File: config.mk
export PLATFORM = sky130hd
export DESIGN_NAME = core_top
export DESIGN_NICKNAME = d
export VERILOG_FILES = /design/src/hdl/core_pkg.sv /design/src/hdl/core_top.sv /design/src/hdl/inst_decode_exec.sv /design/src/hdl/operand_bypass.sv /design/src/hdl/pipe_slot.sv /design/src/hdl/reg_file.sv
export VERILOG_INCLUDE_DIRS = /design/src /design/src/hdl
export SDC_FILE = /design/constraint.sdc
export NUM_CORES = 2
export LEC_CHECK = 0
export BUFFER_PORTS_ARGS = -buffer_cell sky130_fd_sc_hd__buf_4
export CORE_UTILIZATION = 55
export DETAILED_ROUTE_END_ITERATION = 10
export HOLD_SLACK_MARGIN = 0.1
export PLACE_DENSITY_LB_ADDON = 0.05
export SKIP_CTS_REPAIR_TIMING = 1
export SYNTH_ARGS = -nofsm -noshare
export SYNTH_HDL_FRONTEND = slang
export SYNTH_SLANG_ARGS = --single-unit
export TNS_END_PERCENT = 5
File: constraint.sdc
create_clock -name clk -period 9.4 [get_ports clk]
set_clock_uncertainty 0.1 [all_clocks]
set_input_delay 0.47 -clock clk [delete_from_list [all_inputs] [get_ports clk]]
set_output_delay 0.47 -clock clk [all_outputs]
set_load 0.02 [all_outputs]
File: src/hdl/core_defines.svh
`ifndef CORE_DEFINES_SVH
`define CORE_DEFINES_SVH

// datapath and address width
`define XLEN 32

// general register count, r0 included
`define REG_NUM 32

// slots between execute and register write, any value >= 1
`define N_SLOTS 3

// opcode fields, compared against inst[31:15], inst[31:22], inst[31:25]
`define OP_ADD_W   17'h00020
`define OP_ADDI_W  10'h00a
`define OP_LU12I_W 7'h0a

// debug write enable, one bit per byte lane
`define DBG_WEN_W 4

`endif

File: src/hdl/core_pkg.sv
`include "core_defines.svh"

package core_pkg;

    // one architectural data word
    typedef logic [`XLEN-1:0] data_t;

    // general register index
    typedef logic [$clog2(`REG_NUM)-1:0] reg_idx_t;

    // one retired instruction as it travels to writeback
    // msb first, 102 bits in total
    typedef struct packed {
        // fetch address of the instruction
        data_t    pc;
        // raw instruction word, kept for the debug port
        data_t    inst;
        // register write request
        // only for a known opcode with rd other than r0
        logic     wen;
        // destination register
        reg_idx_t wnum;
        // value for the destination
        data_t    result;
    } commit_t;

endpackage

File: src/hdl/core_top.sv
`timescale 1ns/1ps
`include "core_defines.svh"

module core_top import core_pkg::*; (
    input  logic                  clk,
    input  logic                  arst_n,
    input  logic                  inst_valid,
    input  logic [`XLEN-1:0]      inst,
    input  logic [`XLEN-1:0]      inst_pc,
    output logic                  debug_wb_valid,
    output logic [`XLEN-1:0]      debug_wb_pc,
    output logic [`XLEN-1:0]      debug_wb_inst,
    output logic [`DBG_WEN_W-1:0] debug_wb_rf_wen,
    output reg_idx_t              debug_wb_rf_wnum,
    output logic [`XLEN-1:0]      debug_wb_rf_wdata
);

    // decode read indices, shared by bypass, slots and register file
    reg_idx_t                       rj_idx;
    reg_idx_t                       rk_idx;

    // operands after bypass, and raw register file data
    logic [`XLEN-1:0]               src1;
    logic [`XLEN-1:0]               src2;
    logic [`XLEN-1:0]               rf_data1;
    logic [`XLEN-1:0]               rf_data2;

    // slot chain, entry 0 is the decode output
    // entry i+1 is the output of slot i
    logic [`N_SLOTS:0]              chain_valid;
    commit_t                        chain_commit [`N_SLOTS+1];

    // forwarding taps, one per slot
    logic [`N_SLOTS-1:0]            slot_hit1;
    logic [`N_SLOTS-1:0]            slot_hit2;
    logic [`N_SLOTS-1:0][`XLEN-1:0] slot_result;

    inst_decode_exec i_inst_decode_exec (
        .clk        (clk),
        .arst_n     (arst_n),
        .inst_valid (inst_valid),
        .inst       (inst),
        .inst_pc    (inst_pc),
        .src1       (src1),
        .src2       (src2),
        .rj_idx     (rj_idx),
        .rk_idx     (rk_idx),
        .out_valid  (chain_valid[0]),
        .out_commit (chain_commit[0])
    );

    // memory and writeback stand-ins
    for (genvar i = 0; i < `N_SLOTS; i++) begin : g_slot
        pipe_slot i_pipe_slot (
            .clk        (clk),
            .arst_n     (arst_n),
            .in_valid   (chain_valid[i]),
            .in_commit  (chain_commit[i]),
            .rd_idx1    (rj_idx),
            .rd_idx2    (rk_idx),
            .out_valid  (chain_valid[i+1]),
            .out_commit (chain_commit[i+1]),
            .hit1       (slot_hit1[i]),
            .hit2       (slot_hit2[i])
        );
        assign slot_result[i] = chain_commit[i+1].result;
    end

    operand_bypass i_operand_bypass (
        .rj_idx      (rj_idx),
        .rk_idx      (rk_idx),
        .rf_data1    (rf_data1),
        .rf_data2    (rf_data2),
        .slot_hit1   (slot_hit1),
        .slot_hit2   (slot_hit2),
        .slot_result (slot_result),
        .src1        (src1),
        .src2        (src2)
    );

    // last slot retires into the register file
    reg_file i_reg_file (
        .clk               (clk),
        .arst_n            (arst_n),
        .rd_idx1           (rj_idx),
        .rd_idx2           (rk_idx),
        .commit_valid      (chain_valid[`N_SLOTS]),
        .commit            (chain_commit[`N_SLOTS]),
        .rdata1            (rf_data1),
        .rdata2            (rf_data2),
        .debug_wb_valid    (debug_wb_valid),
        .debug_wb_pc       (debug_wb_pc),
        .debug_wb_inst     (debug_wb_inst),
        .debug_wb_rf_wen   (debug_wb_rf_wen),
        .debug_wb_rf_wnum  (debug_wb_rf_wnum),
        .debug_wb_rf_wdata (debug_wb_rf_wdata)
    );

endmodule

File: src/hdl/inst_decode_exec.sv
`timescale 1ns/1ps
`include "core_defines.svh"

module inst_decode_exec import core_pkg::*; (
    input  logic             clk,
    input  logic             arst_n,
    input  logic             inst_valid,
    input  logic [`XLEN-1:0] inst,
    input  logic [`XLEN-1:0] inst_pc,
    input  logic [`XLEN-1:0] src1,
    input  logic [`XLEN-1:0] src2,
    output reg_idx_t         rj_idx,
    output reg_idx_t         rk_idx,
    output logic             out_valid,
    output commit_t          out_commit
);

    // decode latch
    logic        lat_valid;
    data_t       lat_inst;
    data_t       lat_pc;

    // decoded fields
    reg_idx_t    rd_idx;
    logic [11:0] si12;
    logic [19:0] si20;

    // opcode matches
    logic        is_add_w;
    logic        is_addi_w;
    logic        is_lu12i_w;
    logic        known_op;

    data_t       result;
    data_t       imm_addi;
    data_t       imm_lu12i;

    // strobe is sampled on every edge, no back-pressure
    always_ff @(posedge clk or negedge arst_n) begin
        if (!arst_n) begin
            lat_valid <= 1'b0;
        end else begin
            lat_valid <= inst_valid;
        end
    end

    // instruction word and pc only move on a strobe
    always_ff @(posedge clk) begin
        if (inst_valid) begin
            lat_inst <= inst;
            lat_pc   <= inst_pc;
        end
    end

    // register fields, LoongArch 3R / 2RI12 / 1RI20 layouts
    assign rd_idx = lat_inst[4:0];
    assign rj_idx = lat_inst[9:5];
    assign rk_idx = lat_inst[14:10];
    assign si12   = lat_inst[21:10];
    assign si20   = lat_inst[24:5];

    // each opcode has its own field width
    assign is_add_w   = (lat_inst[31:15] == `OP_ADD_W);
    assign is_addi_w  = (lat_inst[31:22] == `OP_ADDI_W);
    assign is_lu12i_w = (lat_inst[31:25] == `OP_LU12I_W);
    assign known_op   = is_add_w | is_addi_w | is_lu12i_w;

    // sign extended si12
    assign imm_addi  = {{(`XLEN-12){si12[11]}}, si12};
    // si20 placed in the upper bits, low 12 cleared
    assign imm_lu12i = {si20, 12'h000};

    // execute, operands already bypassed
    always_comb begin
        if (is_add_w) begin
            result = src1 + src2;
        end else if (is_addi_w) begin
            result = src1 + imm_addi;
        end else if (is_lu12i_w) begin
            result = imm_lu12i;
        end else begin
            // unknown word retires with no visible effect
            result = '0;
        end
    end

    // slot 0 captures this on the next edge
    assign out_valid = lat_valid;

    always_comb begin
        out_commit.pc     = lat_pc;
        out_commit.inst   = lat_inst;
        // writes to r0 are dropped here already
        out_commit.wen    = known_op && (rd_idx != '0);
        out_commit.wnum   = rd_idx;
        out_commit.result = result;
    end

endmodule

File: src/hdl/operand_bypass.sv
`timescale 1ns/1ps
`include "core_defines.svh"

module operand_bypass import core_pkg::*; (
    input  reg_idx_t                         rj_idx,
    input  reg_idx_t                         rk_idx,
    input  logic [`XLEN-1:0]                 rf_data1,
    input  logic [`XLEN-1:0]                 rf_data2,
    input  logic [`N_SLOTS-1:0]              slot_hit1,
    input  logic [`N_SLOTS-1:0]              slot_hit2,
    input  logic [`N_SLOTS-1:0][`XLEN-1:0]   slot_result,
    output logic [`XLEN-1:0]                 src1,
    output logic [`XLEN-1:0]                 src2
);

    // priority pick for one source
    // slot 0 holds the youngest result and wins over older slots
    function automatic logic [`XLEN-1:0] pick_operand(
        input reg_idx_t                       idx,
        input logic [`N_SLOTS-1:0]            hits,
        input logic [`N_SLOTS-1:0][`XLEN-1:0] results,
        input logic [`XLEN-1:0]               rf_data
    );
        logic [`XLEN-1:0] value;
        // register file is the fallback
        value = rf_data;
        // walk from oldest to youngest so the youngest overwrites
        for (int i = `N_SLOTS - 1; i >= 0; i--) begin
            if (hits[i]) begin
                value = results[i];
            end
        end
        // r0 is constant zero whatever the slots say
        if (idx == '0) begin
            value = '0;
        end
        return value;
    endfunction

    // rj operand
    always_comb begin
        src1 = pick_operand(rj_idx, slot_hit1, slot_result, rf_data1);
    end

    // rk operand
    always_comb begin
        src2 = pick_operand(rk_idx, slot_hit2, slot_result, rf_data2);
    end

endmodule

File: src/hdl/pipe_slot.sv
`timescale 1ns/1ps
`include "core_defines.svh"

module pipe_slot import core_pkg::*; (
    input  logic     clk,
    input  logic     arst_n,
    input  logic     in_valid,
    input  commit_t  in_commit,
    input  reg_idx_t rd_idx1,
    input  reg_idx_t rd_idx2,
    output logic     out_valid,
    output commit_t  out_commit,
    output logic     hit1,
    output logic     hit2
);

    // valid always advances, nothing downstream stalls
    always_ff @(posedge clk or negedge arst_n) begin
        if (!arst_n) begin
            out_valid <= 1'b0;
        end else begin
            out_valid <= in_valid;
        end
    end

    // payload follows the valid bit
    always_ff @(posedge clk) begin
        out_commit <= in_commit;
    end

    // destination match against the decode read indices
    // only a live, writing entry may forward
    assign hit1 = out_valid && out_commit.wen && (out_commit.wnum == rd_idx1);
    assign hit2 = out_valid && out_commit.wen && (out_commit.wnum == rd_idx2);

endmodule

File: src/hdl/reg_file.sv
`timescale 1ns/1ps
`include "core_defines.svh"

module reg_file import core_pkg::*; (
    input  logic                  clk,
    input  logic                  arst_n,
    input  reg_idx_t              rd_idx1,
    input  reg_idx_t              rd_idx2,
    input  logic                  commit_valid,
    input  commit_t               commit,
    output logic [`XLEN-1:0]      rdata1,
    output logic [`XLEN-1:0]      rdata2,
    output logic                  debug_wb_valid,
    output logic [`XLEN-1:0]      debug_wb_pc,
    output logic [`XLEN-1:0]      debug_wb_inst,
    output logic [`DBG_WEN_W-1:0] debug_wb_rf_wen,
    output reg_idx_t              debug_wb_rf_wnum,
    output logic [`XLEN-1:0]      debug_wb_rf_wdata
);

    data_t regs [`REG_NUM];
    logic  do_write;

    // r0 never written, even if a slot claims it
    assign do_write = commit_valid && commit.wen && (commit.wnum != '0);

    // architectural state starts at zero
    always_ff @(posedge clk or negedge arst_n) begin
        if (!arst_n) begin
            for (int i = 0; i < `REG_NUM; i++) begin
                regs[i] <= '0;
            end
        end else if (do_write) begin
            regs[commit.wnum] <= commit.result;
        end
    end

    // combinational read ports, r0 tied low
    assign rdata1 = (rd_idx1 == '0) ? '0 : regs[rd_idx1];
    assign rdata2 = (rd_idx2 == '0) ? '0 : regs[rd_idx2];

    // commit strobe, one cycle per retired instruction
    always_ff @(posedge clk or negedge arst_n) begin
        if (!arst_n) begin
            debug_wb_valid <= 1'b0;
        end else begin
            debug_wb_valid <= commit_valid;
        end
    end

    // commit payload, registered with the write
    always_ff @(posedge clk) begin
        debug_wb_pc       <= commit.pc;
        debug_wb_inst     <= commit.inst;
        debug_wb_rf_wen   <= {`DBG_WEN_W{do_write}};
        debug_wb_rf_wnum  <= commit.wnum;
        debug_wb_rf_wdata <= commit.result;
    end

endmodule

==> impl_results.html <==
<table>
<tr><th>Metric</th><th>Value</th></tr>
<tr><th colspan="2">Detailed routing</th></tr>
<tr><td>Average wire per standard cell</td><td>31.4 um</td></tr>
<tr><td>Via-to-Cell Ratio</td><td>6.70</td></tr>
<tr><td>Iteration-0 DRC count of the detailed router</td><td>4,545</td></tr>
<tr><td>Remaining antenna violation count</td><td>0</td></tr>
<tr><td>Count of unresolved DRC violations after routing</td><td>0</td></tr>
<tr><td>Total number of vias</td><td>45,100</td></tr>
<tr><td>Total detailed-routing wirelength</td><td>211,000 um</td></tr>
<tr><td>Detailed-routing iteration count for the pre-antenna-repair pass</td><td>6</td></tr>
<tr><th colspan="2">Cells and area</th></tr>
<tr><td>Area occupied by multi-input gates</td><td>32,800 um2</td></tr>
<tr><td>Number of nets in the layout</td><td>5,060</td></tr>
<tr><td>Leading cell types in the layout, fill and taps excluded</td><td>dfrtp_1 (1,029), mux2_2 (981), mux4_2 (492), dfxtp_1 (387), buf_4 (273)</td></tr>
<tr><td>Register cell area after layout</td><td>35,400 um2</td></tr>
<tr><td>Most frequent standard cell in the layout excluding fill and tap cells</td><td>dfrtp_1</td></tr>
<tr><td>Layout cells sized above 1</td><td>40.9%</td></tr>
<tr><td>Signed area change from the synthesized netlist to the final layout</td><td>12.5%</td></tr>
<tr><td>Fill count</td><td>9,516</td></tr>
<tr><td>Final Util</td><td>62.5%</td></tr>
<tr><td>Post-route insts no fill</td><td>6,722</td></tr>
<tr><th colspan="2">Global route</th></tr>
<tr><td>Via count of the first global-routing pass</td><td>44,300</td></tr>
<tr><td>Global-route wire length before repair</td><td>309,000 um</td></tr>
<tr><td>Met2 usage</td><td>49.4%</td></tr>
<tr><td>Largest net degree at the start of global routing</td><td>189</td></tr>
<tr><td>Peak-usage layer in the global routing report</td><td>met2</td></tr>
<tr><td>Antenna violations before repair</td><td>6</td></tr>
<tr><td>Global routing met1 resource utilization</td><td>48.8%</td></tr>
<tr><td>GR Overflow Total</td><td>0</td></tr>
<tr><td>Met3 track utilization from global routing</td><td>6.61%</td></tr>
<tr><td>Tot GR Track Use</td><td>33.2%</td></tr>
<tr><th colspan="2">Placement</th></tr>
<tr><td>Placed Instances</td><td>6,369</td></tr>
<tr><td>Input/output buffers</td><td>172</td></tr>
<tr><td>HPWL Detailed</td><td>120,000 um</td></tr>
<tr><td>Worst setup slack before clock tree synthesis</td><td>2.26 ns</td></tr>
<tr><td>Routability cong.</td><td>0.986</td></tr>
<tr><th colspan="2">Critical path</th></tr>
<tr><td>Kind of cell with the highest combined delay on the critical path</td><td>compound AO/OA/AOI/OAI gates</td></tr>
<tr><td>Flop2flop setup slack</td><td>2.12 ns</td></tr>
<tr><td>Type of element launching the critical path</td><td>flip-flop</td></tr>
<tr><td>Critical path class</td><td>reg2reg</td></tr>
<tr><td>Data arrival time of the critical path</td><td>7.85 ns</td></tr>
<tr><td>Worst-path maximum fanout</td><td>33</td></tr>
<tr><td>Category of the worst setup path capture point</td><td>flip-flop</td></tr>
<tr><td>WP data required</td><td>9.98 ns</td></tr>
<tr><td>Cell type of the slowest stage on the worst timing path</td><td>edfxtp_1</td></tr>
<tr><td>Count of buffering cells on the critical path with inverters included</td><td>2</td></tr>
<tr><td>Worst-path cell chain</td><td>buf_4, xor2_1, a2111oi_2, and2_2, a21oi_1, a211oi_1, ha_1, fa_1, inv_1, a221oi_1, nor3_1, a2111oi_0, nand4bb_1, a31oi_1, o31ai_1, a21boi_1, o21a_1, o21bai_1, o22ai_1, a221o_1</td></tr>
<tr><td>Worst stage delay on the critical path</td><td>0.77 ns</td></tr>
<tr><th colspan="2">Pwr</th></tr>
<tr><td>Fraction of power consumed by combinational cells</td><td>7.3%</td></tr>
<tr><td>Power per standard cell area</td><td>177 nW/um2</td></tr>
<tr><td>P_int</td><td>10,500 uW</td></tr>
<tr><td>Switching part of the total</td><td>24.5%</td></tr>
<tr><td>Max IR drop VDD</td><td>182 uV</td></tr>
<tr><td>Sequential group share of total power</td><td>47.1%</td></tr>
<tr><td>Leakage power</td><td>0.0357 uW</td></tr>
<tr><td>Sw Pwr</td><td>3420 uW</td></tr>
<tr><td>Clock share of power</td><td>45.6%</td></tr>
<tr><th colspan="2">Timing</th></tr>
<tr><td>Worst Max-Slew Pin Slew</td><td>1.22 ns</td></tr>
<tr><td>Total of endpoints with negative setup slack in the final report</td><td>0</td></tr>
<tr><td>Fmax</td><td>137 MHz</td></tr>
<tr><td>Sum of negative setup slack</td><td>0 ns</td></tr>
<tr><td>Relative slew margins</td><td>18.4%</td></tr>
<tr><td>Hold Slack</td><td>0.214 ns</td></tr>
<tr><td>Setup ws final</td><td>2.12 ns</td></tr>
<tr><td>Unrepaired setup endpoints after global routing</td><td>no</td></tr>
<tr><td>Hold violation count in the final report</td><td>0</td></tr>
<tr><td>Number of pins with negative max-slew slack in the final report</td><td>0</td></tr>
<tr><td>Final critical delay including setup and external delays</td><td>7.28 ns</td></tr>
<tr><td>Portion of the clock cycle consumed by the worst path in the final layout</td><td>77.4%</td></tr>
<tr><th colspan="2">Clocking</th></tr>
<tr><td>Root Buffer Master</td><td>clkbuf_16</td></tr>
<tr><td>Number of sinks driven by the clock tree</td><td>1,481</td></tr>
<tr><td>Number of H-tree branching levels</td><td>4</td></tr>
<tr><td>Clock network latency to the later pin of the worst-skew pair</td><td>0.81 ns</td></tr>
<tr><td>Clock transition at the registers of the reported paths</td><td>0.06 ns</td></tr>
<tr><td>TritonCTS Buffers</td><td>154</td></tr>
<tr><td>Clock tree from TritonCTS</td><td>built</td></tr>
<tr><td>Number of buffers between clock root and the deepest sink</td><td>3</td></tr>
<tr><th colspan="2">Floorplan</th></tr>
<tr><td>Full die area</td><td>129,000 um2</td></tr>
<tr><td>Num ports</td><td>173</td></tr>
<tr><td>Core Region</td><td>126,000 um2</td></tr>
<tr><td>Chip Height</td><td>359 um</td></tr>
<tr><td>Std-Cell Rows</td><td>130</td></tr>
<tr><td>Horizontal extent of the die</td><td>359 um</td></tr>
<tr><td>Starting density of the core</td><td>55.5%</td></tr>
<tr><th colspan="2">Yosys</th></tr>
<tr><td>Post-synthesis cell area</td><td>69,900 um2</td></tr>
<tr><td>EDFF count, synth</td><td>64</td></tr>
<tr><td>Async set or reset register ratio after synthesis</td><td>69.5%</td></tr>
<tr><td>Per-instance average area after synthesis</td><td>14.3 um2</td></tr>
<tr><td>Prevailing post-synth register cell</td><td>dfrtp_1</td></tr>
<tr><td>Total nets after synthesis</td><td>5,024</td></tr>
<tr><td>Ys Warns</td><td>0</td></tr>
<tr><td>Proportion of synthesized chip area in sequential cells</td><td>50.7%</td></tr>
<tr><td>FF+latch count, synth</td><td>1,481</td></tr>
<tr><td>Library cells used by synthesis</td><td>83</td></tr>
<tr><td>Cell count after synthesis</td><td>4,905</td></tr>
<tr><th colspan="2">Flow run</th></tr>
<tr><td>MaxCap Viol Count</td><td>0</td></tr>
<tr><th colspan="2">Outcome</th></tr>
<tr><td>Status</td><td>finished clean</td></tr>
<tr><th colspan="2">Hold path</th></tr>
<tr><td>Hold WC Path Type</td><td>in2async</td></tr>
</table>
-- kinds of logic (layout without fill, tap and decap cells) --
kind of cell,Yosys count,count (layout),synth area share (%)
adder cells (fa/ha/maj),60,60,1.07
AO/OA/AOI/OAI,587,587,5.89
XOR/XNOR,94,94,1.18
AND/OR/NAND/NOR,466,466,3.18
multiplexers,1719,1719,35.2
other,0,2,0
buffers and inverters,498,663,2.84
flip-flops,1481,1481,50.7
-- synth_stat cells (12+ instances only) --
cell	n	area, um2
o221ai_1	90	788
a22oi_1	17	128
o21ai_1	17	85.1
buf_2	31	155
dfrtp_1	1029	25700
buf_4	13	97.6
nor2_1	164	616
dfxtp_1	388	7770
a21oi_1	128	641
nand3_1	27	135
a41oi_1	16	140
and3_1	14	87.6
and2_1	12	75.1
nor3_1	38	190
a21o_1	29	218
inv_1	22	82.6
ha_1	50	626
edfxtp_1	64	1920
o22ai_1	53	332
o21ai_0	56	280
nand2b_1	14	87.6
nor2b_1	21	131
xnor2_1	54	473
buf_1	85	319
mux2_2	981	11000
a211oi_1	84	631
nand2_1	108	405
clkbuf_1	340	1280
mux2i_1	246	2460
xor2_1	40	350
o211ai_1	12	90.1
nor4_1	13	81.3
mux4_2	492	11100
-- flip-flops by register name, summed over array words and instances (netlist names) --
register and cells:
i_reg_file.debug_wb_inst 28, g_slot.i_pipe_slot.out_commit 291, g_slot.i_pipe_slot.out_valid 3, i_reg_file.regs 1024, i_reg_file.debug_wb_rf_wnum 4, i_inst_decode_exec.lat_pc 32
i_inst_decode_exec.out_valid 1, i_reg_file.debug_wb_rf_wen 1, i_reg_file.debug_wb_rf_wdata 32, i_reg_file.debug_wb_valid 1, i_inst_decode_exec.lat_inst 32, i_reg_file.debug_wb_pc 32
-- worst paths after layout --
check	from	cells after the start	to
max in group asynchronous	arst_n	4	i_reg_file.regs[655]
worst min register to register	g_slot[1].i_pipe_slot.out_commit[68]	0	g_slot[2].i_pipe_slot.out_commit[68]
min in group clk	g_slot[1].i_pipe_slot.out_commit[68]	0	g_slot[2].i_pipe_slot.out_commit[68]
worst max register to register	i_inst_decode_exec.lat_inst[5]	20	g_slot[0].i_pipe_slot.out_commit[28]
worst max-delay path	i_inst_decode_exec.lat_inst[5]	20	g_slot[0].i_pipe_slot.out_commit[28]
worst min-delay path	arst_n	2	i_reg_file.regs[390]
-- through the flow --
stage / total power [uW] / area [um2]
after floorplan: 7250 / 69900
after global placement: 7680 / 72700
after detailed placement: 7680 / 72700
after CTS: 14000 / 78000
after global routing: 14400 / 78700
final: 13900 / 78700
-- per-layer routing --
metal	up-vias	wire, um
li1	18800	-
met1	23900	92300
met2	1898	94600
met3	408	16700
met4	8	7310
met5	-	44
-- cell type report --
class / count / area share (%)
clock buffers: 220 / 5.68
inverters: 25 / 0.124
well taps: 1650 / 2.62
multi-input cells: 2926 / 41.6
repair buffers: 353 / 3.79
clock inverters: 65 / 1.08
flip-flops and latches: 1481 / 45.0
diodes: 2 / 0.00636
-- power groups by stage --
stage / Combinational [uW] / Sequential, uW / Clock (uW)
6_report: 1020 / 6570 / 6350
5_1_grt: 1080 / 6580 / 6710
2_1_floorplan: 565 / 6690 / 0
3_3_place_gp: 991 / 6690 / 0
3_5_place_dp: 990 / 6690 / 0
4_1_cts: 992 / 6570 / 6460
Power figures use the tool's default switching activity.
